$ cat src/hw/aes_pkg.sv
////////////////////////////////////////////////////////////
// Shared definitions for the AES key expansion
// Cipher direction and key length encodings
// Key word, key state and configuration types
// Rcon start values and GF(2^8) byte helpers
////////////////////////////////////////////////////////////

`default_nettype none

package aes_pkg;

  ////////////////////////////////////////////////////////////
  // Encodings
  ////////////////////////////////////////////////////////////

  // Cipher direction
  typedef enum logic {
    CIPH_FWD = 1'b0,
    CIPH_INV = 1'b1
  } ciph_op_e;

  // Supported key lengths
  typedef enum logic {
    AES_128 = 1'b0,
    AES_256 = 1'b1
  } key_len_e;

  ////////////////////////////////////////////////////////////
  // Data types
  ////////////////////////////////////////////////////////////

  // One key word, byte 0 in the low bits
  typedef logic [3:0][7:0] word_t;

  // Full key state of eight words, word 0 in the low bits
  typedef word_t [7:0] key_state_t;

  // Per-step configuration
  typedef struct packed {
    ciph_op_e   op;
    key_len_e   key_len;
    logic [3:0] round;
  } key_cfg_t;

  // Rcon value loaded on clear
  localparam logic [7:0] RconInitFwd    = 8'h01;
  localparam logic [7:0] RconInitInv128 = 8'h36;
  localparam logic [7:0] RconInitInv256 = 8'h40;

  ////////////////////////////////////////////////////////////
  // GF(2^8) helpers
  ////////////////////////////////////////////////////////////

  // Multiply by x, reduce with 0x11B
  function automatic logic [7:0] aes_mul2(input logic [7:0] in);
    return {in[6:0], 1'b0} ^ (in[7] ? 8'h1b : 8'h00);
  endfunction

  // Divide by x
  // Bit 0 set means the reduction was applied on the way up
  function automatic logic [7:0] aes_div2(input logic [7:0] in);
    return {in[0], in[7:1] ^ (in[0] ? 7'h0d : 7'h00)};
  endfunction

  // RotWord, byte 1 moves to byte 0 and byte 0 wraps to byte 3
  function automatic word_t aes_rot_word(input word_t in);
    return {in[0], in[3], in[2], in[1]};
  endfunction

endpackage

`default_nettype wire

$ cat src/hw/aes_key_expand.sv
////////////////////////////////////////////////////////////
// AES key expansion, one round key per step
// Rcon register, irregular word and regular XOR chains
////////////////////////////////////////////////////////////

`default_nettype none

module aes_key_expand (
  input  logic                clk_i,
  input  logic                rst_ni,
  input  aes_pkg::key_cfg_t   cfg_i,
  input  logic                clear_i,
  input  logic                en_i,
  input  logic                out_ack_i,
  input  aes_pkg::key_state_t key_i,
  output logic                out_req_o,
  output aes_pkg::key_state_t key_o
);

  logic [7:0]     rcon;
  logic           use_rcon;
  aes_pkg::word_t irr_word;

  // Round constant and handshake
  aes_key_rcon u_aes_key_rcon (
    .clk_i      (clk_i),
    .rst_ni     (rst_ni),
    .cfg_i      (cfg_i),
    .clear_i    (clear_i),
    .en_i       (en_i),
    .out_ack_i  (out_ack_i),
    .out_req_o  (out_req_o),
    .use_rcon_o (use_rcon),
    .rcon_o     (rcon)
  );

  // RotWord, SubWord, Rcon
  aes_key_irregular u_aes_key_irregular (
    .cfg_i      (cfg_i),
    .key_i      (key_i),
    .use_rcon_i (use_rcon),
    .rcon_i     (rcon),
    .irr_word_o (irr_word)
  );

  // XOR chains produce the next key state
  aes_key_regular u_aes_key_regular (
    .cfg_i      (cfg_i),
    .key_i      (key_i),
    .irr_word_i (irr_word),
    .key_o      (key_o)
  );

endmodule

`default_nettype wire

$ cat src/hw/aes_key_irregular.sv
////////////////////////////////////////////////////////////
// Irregular word of one key expansion step
// RotWord input select, RotWord, SubWord and Rcon addition
////////////////////////////////////////////////////////////

`default_nettype none

module aes_key_irregular (
  input  aes_pkg::key_cfg_t   cfg_i,
  input  aes_pkg::key_state_t key_i,
  input  logic                use_rcon_i,
  input  logic [7:0]          rcon_i,
  output aes_pkg::word_t      irr_word_o
);

  aes_pkg::word_t rot_in;
  aes_pkg::word_t rot_out;
  aes_pkg::word_t sub_out;
  logic [7:0]     rcon_add;

  ////////////////////////////////////////////////////////////
  // RotWord input
  ////////////////////////////////////////////////////////////

  always_comb begin
    rot_in = key_i[3];
    unique case (cfg_i.key_len)
      aes_pkg::AES_128: begin
        // Inverse needs the previous word 3, rebuilt from words 3 and 2
        if (cfg_i.op == aes_pkg::CIPH_FWD) begin
          rot_in = key_i[3];
        end else begin
          rot_in = key_i[3] ^ key_i[2];
        end
      end
      aes_pkg::AES_256: begin
        // Forward takes the top word, inverse the top of the low half
        if (cfg_i.op == aes_pkg::CIPH_FWD) begin
          rot_in = key_i[7];
        end else begin
          rot_in = key_i[3];
        end
      end
      default: begin
        rot_in = key_i[3];
      end
    endcase
  end

  // RotWord and Rcon share one usage rule
  assign rot_out = use_rcon_i ? aes_pkg::aes_rot_word(rot_in) : rot_in;

  ////////////////////////////////////////////////////////////
  // SubWord and Rcon
  ////////////////////////////////////////////////////////////

  // One S-box per byte
  for (genvar b = 0; b < 4; b++) begin : gen_sbox
    aes_sbox u_aes_sbox (
      .data_i (rot_out[b]),
      .data_o (sub_out[b])
    );
  end

  // Rcon only touches byte 0
  assign rcon_add = use_rcon_i ? rcon_i : 8'h00;

  always_comb begin
    irr_word_o    = sub_out;
    irr_word_o[0] = sub_out[0] ^ rcon_add;
  end

endmodule

`default_nettype wire

$ cat src/hw/aes_key_rcon.sv
////////////////////////////////////////////////////////////
// Round constant register for the key expansion
// Rcon usage decision, init and advance, output request
////////////////////////////////////////////////////////////

`default_nettype none

module aes_key_rcon (
  input  logic             clk_i,
  input  logic             rst_ni,
  input  aes_pkg::key_cfg_t cfg_i,
  input  logic             clear_i,
  input  logic             en_i,
  input  logic             out_ack_i,
  output logic             out_req_o,
  output logic             use_rcon_o,
  output logic [7:0]       rcon_o
);

  logic [7:0] rcon_q;
  logic [7:0] rcon_d;
  logic [7:0] rcon_init;
  logic [7:0] rcon_next;
  logic       rcon_we;

  // Output is ready as soon as enabled since the S-box has no latency
  assign out_req_o = en_i;

  // Even AES-256 rounds skip Rcon and RotWord
  assign use_rcon_o = !((cfg_i.key_len == aes_pkg::AES_256) && !cfg_i.round[0]);

  // Start value depends on direction and key length
  always_comb begin
    if (cfg_i.op == aes_pkg::CIPH_FWD) begin
      rcon_init = aes_pkg::RconInitFwd;
    end else if (cfg_i.key_len == aes_pkg::AES_128) begin
      rcon_init = aes_pkg::RconInitInv128;
    end else begin
      rcon_init = aes_pkg::RconInitInv256;
    end
  end

  // Forward steps up, inverse steps down
  assign rcon_next = (cfg_i.op == aes_pkg::CIPH_FWD) ? aes_pkg::aes_mul2(rcon_q)
                                                     : aes_pkg::aes_div2(rcon_q);

  // Clear has priority over advance
  assign rcon_d  = clear_i ? rcon_init : rcon_next;
  assign rcon_we = clear_i | (use_rcon_o & en_i & out_req_o & out_ack_i);

  always_ff @(posedge clk_i or negedge rst_ni) begin
    if (!rst_ni) begin
      rcon_q <= 8'h00;
    end else if (rcon_we) begin
      rcon_q <= rcon_d;
    end
  end

  assign rcon_o = rcon_q;

  ////////////////////////////////////////////////////////////
  // Assertions
  ////////////////////////////////////////////////////////////

  // From a clear on, Rcon stays a nonzero power of x through every step
  rcon_nonzero_after_clear_a : assert property (
    @(posedge clk_i) disable iff (!rst_ni)
    (clear_i || (rcon_q != 8'h00)) |=> (rcon_q != 8'h00)
  );

  // Handshake without enable must not move Rcon
  rcon_hold_without_en_a : assert property (
    @(posedge clk_i) disable iff (!rst_ni)
    (out_ack_i && !en_i && !clear_i) |=> $stable(rcon_q)
  );

endmodule

`default_nettype wire

$ cat src/hw/aes_key_regular.sv
////////////////////////////////////////////////////////////
// Regular part of one key expansion step
// XOR chains and word shifts for AES-128 and AES-256
// in the forward and the inverse direction
////////////////////////////////////////////////////////////

`default_nettype none

module aes_key_regular (
  input  aes_pkg::key_cfg_t   cfg_i,
  input  aes_pkg::key_state_t key_i,
  input  aes_pkg::word_t      irr_word_i,
  output aes_pkg::key_state_t key_o
);

  always_comb begin
    // Half swap, also the AES-256 round 0 result
    key_o = {key_i[3:0], key_i[7:4]};

    unique case (cfg_i.key_len)

      ////////////////////////////////////////////////////////////
      // AES-128
      ////////////////////////////////////////////////////////////
      aes_pkg::AES_128: begin
        // Upper half unused, keeps a copy of the input words
        key_o[7:4] = key_i[3:0];
        key_o[0]   = irr_word_i ^ key_i[0];
        if (cfg_i.op == aes_pkg::CIPH_FWD) begin
          // Each new word builds on the one just produced
          for (int i = 1; i < 4; i++) begin
            key_o[i] = key_o[i-1] ^ key_i[i];
          end
        end else begin
          // Undo the chain from neighbouring input words
          for (int i = 1; i < 4; i++) begin
            key_o[i] = key_i[i-1] ^ key_i[i];
          end
        end
      end

      ////////////////////////////////////////////////////////////
      // AES-256
      ////////////////////////////////////////////////////////////
      aes_pkg::AES_256: begin
        if (cfg_i.round != 4'd0) begin
          if (cfg_i.op == aes_pkg::CIPH_FWD) begin
            // Old upper half moves down
            key_o[3:0] = key_i[7:4];
            // New upper half
            key_o[4] = irr_word_i ^ key_i[0];
            for (int i = 5; i < 8; i++) begin
              key_o[i] = key_o[i-1] ^ key_i[i-4];
            end
          end else begin
            // Old lower half moves up
            key_o[7:4] = key_i[3:0];
            // New lower half
            key_o[0] = irr_word_i ^ key_i[4];
            for (int i = 1; i < 4; i++) begin
              key_o[i] = key_i[i+3] ^ key_i[i+4];
            end
          end
        end
      end

      default: begin
        key_o = {key_i[3:0], key_i[7:4]};
      end
    endcase
  end

  // Key length selects the whole datapath, it must never be X
  key_len_known_a : assert final (!$isunknown(cfg_i.key_len));

endmodule

`default_nettype wire

$ cat src/hw/aes_sbox.sv
////////////////////////////////////////////////////////////
// Forward AES S-box for a single byte
// Inverse in GF(2^8) by square-and-multiply, then affine map
////////////////////////////////////////////////////////////

`default_nettype none

module aes_sbox (
  input  logic [7:0] data_i,
  output logic [7:0] data_o
);

  // Shift-and-add multiply, reduction comes from the package helper
  function automatic logic [7:0] gf_mul(input logic [7:0] a, input logic [7:0] b);
    logic [7:0] acc;
    logic [7:0] shf;
    acc = 8'h00;
    shf = a;
    for (int i = 0; i < 8; i++) begin
      if (b[i]) begin
        acc = acc ^ shf;
      end
      shf = aes_pkg::aes_mul2(shf);
    end
    return acc;
  endfunction

  ////////////////////////////////////////////////////////////
  // Inverse as x^254
  ////////////////////////////////////////////////////////////

  // Exponent of each partial product is in the name
  logic [7:0] x2, x3, x6, x7, x14, x15;
  logic [7:0] x30, x31, x62, x63, x126, x127;
  logic [7:0] inv;

  // Alternate squaring and multiplying by x
  assign x2   = gf_mul(data_i, data_i);
  assign x3   = gf_mul(x2, data_i);
  assign x6   = gf_mul(x3, x3);
  assign x7   = gf_mul(x6, data_i);
  assign x14  = gf_mul(x7, x7);
  assign x15  = gf_mul(x14, data_i);
  assign x30  = gf_mul(x15, x15);
  assign x31  = gf_mul(x30, data_i);
  assign x62  = gf_mul(x31, x31);
  assign x63  = gf_mul(x62, data_i);
  assign x126 = gf_mul(x63, x63);
  assign x127 = gf_mul(x126, data_i);

  // Final square, zero input gives zero here as required
  assign inv = gf_mul(x127, x127);

  ////////////////////////////////////////////////////////////
  // Affine transform
  ////////////////////////////////////////////////////////////

  // XOR of the inverse with its left rotations by 1 to 4
  // plus the constant 0x63
  assign data_o = inv
                ^ {inv[6:0], inv[7]}
                ^ {inv[5:0], inv[7:6]}
                ^ {inv[4:0], inv[7:5]}
                ^ {inv[3:0], inv[7:4]}
                ^ 8'h63;

endmodule

`default_nettype wire

$ cat config.mk
export PLATFORM = sky130hd
export DESIGN_NAME = aes_key_expand
export DESIGN_NICKNAME = d
export VERILOG_FILES = /design/src/hw/aes_pkg.sv /design/src/hw/aes_key_expand.sv /design/src/hw/aes_key_irregular.sv /design/src/hw/aes_key_rcon.sv /design/src/hw/aes_key_regular.sv /design/src/hw/aes_sbox.sv
export SDC_FILE = /design/constraint.sdc
export NUM_CORES = 2
export LEC_CHECK = 0
export BUFFER_PORTS_ARGS = -buffer_cell sky130_fd_sc_hd__buf_2
export CAP_MARGIN = 20
export CORE_MARGIN = 3
export CORE_UTILIZATION = 50
export CTS_CLUSTER_SIZE = 10
export DETAILED_ROUTE_END_ITERATION = 10
export PLACE_DENSITY = 0.72
export RECOVER_POWER = 25
export SLEW_MARGIN = 20
export SYNTH_ARGS = -nofsm -noshare
export SYNTH_HDL_FRONTEND = slang
export SYNTH_SLANG_ARGS = --single-unit
$ cat constraint.sdc
create_clock -name clk_i -period 68.3 [get_ports clk_i]
set_input_delay 10.245 -clock clk_i [delete_from_list [all_inputs] [get_ports clk_i]]
set_output_delay 10.245 -clock clk_i [all_outputs]
set_load 0.03 [all_outputs]
[Yosys cells after proc, flatten, opt, wreduce, memory -nomap -nowiden]
Cells that the tools add are included.
Storage, ports and cells
  register bits: 8
  latch bits: 0
  memory bits (writable): 0
  bits in read-only memories: 0
  bits of input ports: 267
  output and inout port bits: 257
  word-level logic and storage cells: 1567
  memories: 0
Cells by class
  add/sub/neg operators: 0
  multiply operators: 0
  divide/modulo/power cells: 0
  $lt $le $gt $ge: 0
  equal/unequal tests: 0
  shift-type cells: 0
  multiplexer cells: 795
  bitwise gates (word level): 767
  reductions and logical operators: 4
Operators with widths (number)
  two-way mux 8 bit: 419
  bitwise XOR 8 bit: 382
  bitwise XOR 8 x 5 -> 8 bit: 364
  two-way mux 5 bit: 365
  two-way mux 256 bit: 2
  one-hot mux 256 bit (2 select lines): 1
  bitwise XOR 32 bit: 11
  two-way mux 32 bit: 3
  two-way mux 96 bit: 1
  one-hot mux 32 bit (2 select lines): 1
  NOT 4 bit: 4
  two-way mux 7 bit: 2
  bitwise XOR 7 bit: 1
  two-way mux 4 bit: 1
  nonzero test 4 bit: 1
  AND 1 bit: 3
  logical NOT 1 bit: 2
  logical AND 1 bit: 1
  NOT 1 bit: 1
  bitwise OR 1 bit: 1

[Longest topological paths before layout]
  depth after elaboration: 225
  gate-level depth with buffers: 111
  mapped depth without buffers: 87

[Hierarchy]
Synthesis repeated with hierarchy kept, for this count alone.
Unflattened totals
  cell total of the unflattened synthesis: 8672
  area total of the unflattened synthesis: 67648.6 sq um
Modules (own cells, without submodules)
  aes_sbox: times used 4, cells each 1796, area each 14167.3 sq um, sequential area each 0.0 sq um
  aes_key_regular: times used 1, cells each 1191, area each 8428.1 sq um, sequential area each 0.0 sq um
  aes_key_irregular: times used 1, cells each 233, area each 2014.4 sq um, sequential area each 0.0 sq um
  aes_key_rcon: times used 1, cells each 64, area each 536.8 sq um, sequential area each 200.2 sq um

[Worst setup path before layout]
OpenSTA, ideal clock, no wires.
  path kind: input port to output port
  start point: input port cfg_i[4] in the netlist's numbering
  end point: output port key_o[167] in the netlist's numbering
  data arrival time: 35.266 ns
  required time: 58.055 ns
  slack: 22.789 ns
  cell stages on the path: 101
  path buffers: 18
  path through: buf_4 nor2b_1 clkbuf_1 a21oi_1 nand2_1 inv_2 clkbuf_1 clkbuf_1 buf_1 clkbuf_1 buf_1 buf_2 ha_1 clkbuf_1 nand2_1 xor2_1 xnor2_2 xor2_2 [... 65 more ...] a31oi_1 a21oi_1 a211oi_1 xnor2_1 buf_2 buf_2 ha_1 xor2_1 xnor2_1 o21ai_1 a22oi_2 xor2_1 xnor3_2 xnor3_4 xnor2_2 xnor2_1 nand2_1 xnor2_1
RTL lines
  start: declaration: line aes_key_expand.sv:11  | input aes_pkg::key_cfg_t cfg_i,
  end: declaration: line aes_key_expand.sv:17  | output aes_pkg::key_state_t key_o

==> impl_metrics.json <==
{
  "endpoint_kind": "output port",
  "synthCells": 9011,
  "placed_area_um2": 72280,
  "setup_tns_ps": 0,
  "clock.fmax_mhz": 17.13,
  "clock-root-buffer": "clkbuf_16",
  "wl_mm": 270.1,
  "rsz0062_at_grt": "no",
  "drc": 0,
  "io_pins": 524,
  "netlist_area_um2": 69520,
  "worstSetupPathType": "in2out",
  "dr.pass1.iters": 10,
  "io_buffers": 523,
  "wl_per_cell_um": 24.94,
  "syn_nets": 9306,
  "grt_pass1_wl_mm": 399.4,
  "core_region_area_um2": 137800,
  "clock-sinks": 8,
  "die_h_um": 378.9,
  "gp_congestion": 1.034,
  "worstSkewPairLatency_ps": 230,
  "antenna_left": 0,
  "initial_core_util_pct": 50.44,
  "multi_input_area_um2": 65460,
  "drive_above_1_share_pct": 12.58,
  "yosysTopAreaCell": "xnor2_1",
  "slowest_stage": "clkbuf_1",
  "grt_start_max_net_pins": 109,
  "max_stage_delay_ps": 3430,
  "ys.flop_type": "dfrtp_1",
  "synth_top_area_share_pct": 21.68,
  "synth_area_leaders": "xnor2_1 22%, xnor3_1 13%, xor2_1 9.3%",
  "worstPathMaxFanout": 108,
  "critPathArrivalTime_ps": 48140,
  "clock_skew_ps": 1.620,
  "final_common_cell": "xnor2_1",
  "syn_avg_cell_area_um2": 7.715,
  "synth-seq-area-share_pct": 0.2880,
  "violations": "max-capacitance violations, max-slew violations",
  "regArea_um2": 200.2,
  "async_reset_ff_share_pct": 100.0,
  "grt.overflow.total": 0,
  "cts_resized": 0,
  "path_common_cell": "xnor2_1",
  "syn2layout_area_growth_pct": 3.891,
  "ys_warn_count": 0,
  "synth_edf_count": 0,
  "max_cap_violations": 6,
  "crit_path_start_kind": "input pin",
  "vias": 68450,
  "via_per_inst": 6.321,
  "setup_viol": 0,
  "num-nets-final": 9314,
  "drv_slew": 242,
  "hold_class": "reg2reg",
  "cp_data_required_time_ps": 58060,
  "rows": 136,
  "synth_cell_types": 144,
  "fin_crit_ps": 58380,
  "worstMarginPinSlew_ps": 5177,
  "post_cts_buffers": 0,
  "utilization_pct": 52.40,
  "layout_worst_path_cycle_share_pct": 85.48,
  "cts_tree": "done",
  "cts_hold_buf": 0,
  "clockBufferDepth": 2,
  "hold_viol_final": 0,
  "die_area_um2": 143600,
  "final_cell_mix": "1,730 x xnor2_1, 1,225 x nor2_1, 1,015 x nand2_1, 735 x xor2_1, 507 x buf_2",
  "cts.reportedPaths.clkPinSlew_ps": 40,
  "grt.total_usage_pct": 35.70,
  "outcome": "finished with violations",
  "slew_headroom_pct": -245.1,
  "drt_iter0_drc": 8248,
  "numCtsBuffers": 3,
  "postLayoutCellArea_um2": 72230,
  "fillers": 13190,
  "synth_seq_cells": 8,
  "largest_reg_flops": 8,
  "die_w_um": 378.9,
  "antenna_found_initial": 26,
  "htreeDepth": 1,
  "grt_pass1_vias": 63400,
  "dp_hpwl_mm": 202.2
}
-- final cells by class --
| class | instances | share of cell area [%] |
|---|---|---|
| Antenna cell | 18 | 0.06236 |
| Clock buffer | 3 | 0.1039 |
| Inverter | 100 | 0.5284 |
| Multi-Input combinational cell | 8220 | 90.63 |
| Sequential cell | 8 | 0.2772 |
| Tap cell | 1794 | 3.108 |
| Timing Repair Buffer | 686 | 5.285 |
-- metrics by stage --
step | instances | setup WS, ps | hold WS [ps]
4_1_cts | 10810 | 17380 | 573.1
5_1_grt | 10810 | 7773 | 606.2
3_5_place_dp | 10810 | 17560 | 565.9
6_report | 10830 | 9919 | 581.3
3_3_place_gp | 10810 | 18450 | 538.4
2_1_floorplan | 9011 | 22790 | 483.4
-- cell usage after synthesis (all sizes together) (16+ instances only) --
library cell	n
o21a	45
a32oi	20
nand3	133
a2111oi	20
buf	357
a211o	25
o21ai	342
nor3	174
nand2	1019
nor3b	25
o211ai	58
nand2b	71
nor2	1238
or2	31
a221oi	57
o311ai	16
inv	95
o211a	21
and3	41
or3	54
o22ai	93
nand4	24
xor2	781
a21o	39
nor2b	72
ha	28
a211oi	97
xnor3	430
o221ai	32
a22oi	77
clkbuf	326
and2	73
a222oi	29
o2bb2ai	16
o31ai	29
mux2i	320
mux2	55
a21oi	331
xnor2	1874
nor4	29
o32ai	24
a31oi	54
a311oi	16
xor3	63
-- path summary, 6_finish.rpt --
check / cells after the start / to / slack [ps] / startpoint
setup / recovery: 76 / key_o[255] / 9920 / cfg_i[4]
hold / removal: 2 / u_aes_key_rcon.rcon_o[6]$_DFFE_PN0P_ / 580 / u_aes_key_rcon.rcon_o[6]$_DFFE_PN0P_
setup reg to reg: 3 / u_aes_key_rcon.rcon_o[6]$_DFFE_PN0P_ / 67130 / u_aes_key_rcon.rcon_o[7]$_DFFE_PN0P_
hold reg to reg: 2 / u_aes_key_rcon.rcon_o[6]$_DFFE_PN0P_ / 580 / u_aes_key_rcon.rcon_o[6]$_DFFE_PN0P_
max in group asynchronous: 1 / u_aes_key_rcon.rcon_o[0]$_DFFE_PN0P_ / 58010 / rst_ni
min in group asynchronous: 1 / u_aes_key_rcon.rcon_o[2]$_DFFE_PN0P_ / 9950 / rst_ni
-- metal layers --
metal | vias up | part of all wire (%) | GRT usage (%)
met5 | - | 0.027 | 0
met4 | 10 | 6.1 | 18.45
met3 | 814 | 13 | 10.69
met2 | 4130 | 42 | 54.31
met1 | 32670 | 38 | 45.49
li1 | 30830 | - | -
-- kinds of logic (layout without fill, tap and decap cells) --
logic type | count (synthesis) | in the layout | synth area share, %
other | 0 | 18 | 0
adder cells (fa/ha/maj) | 28 | 28 | 0.5039
buffers and inverters | 783 | 789 | 5.761
XOR/XNOR | 3148 | 3148 | 52.13
flip-flops | 8 | 8 | 0.2880
multiplexers | 383 | 383 | 5.826
AO/OA/AOI/OAI | 1590 | 1590 | 15.96
AND/OR/NAND/NOR | 3071 | 3071 | 19.52
-- worst max-delay path: cells and delay by family --
kind | cells | cell delay (ps)
xor gates and xnor gates | 41 | 19850
buffers and inverters | 10 | 8720
muxes | 4 | 1200
AOI/OAI and AO/OA | 6 | 1790
adders and majority gates | 5 | 2020
and+or+nand+nor | 10 | 3950
Power is left out: the tool's default activity adds up to more than one toggle a clock period on the data nets, which glitch-free logic cannot reach.
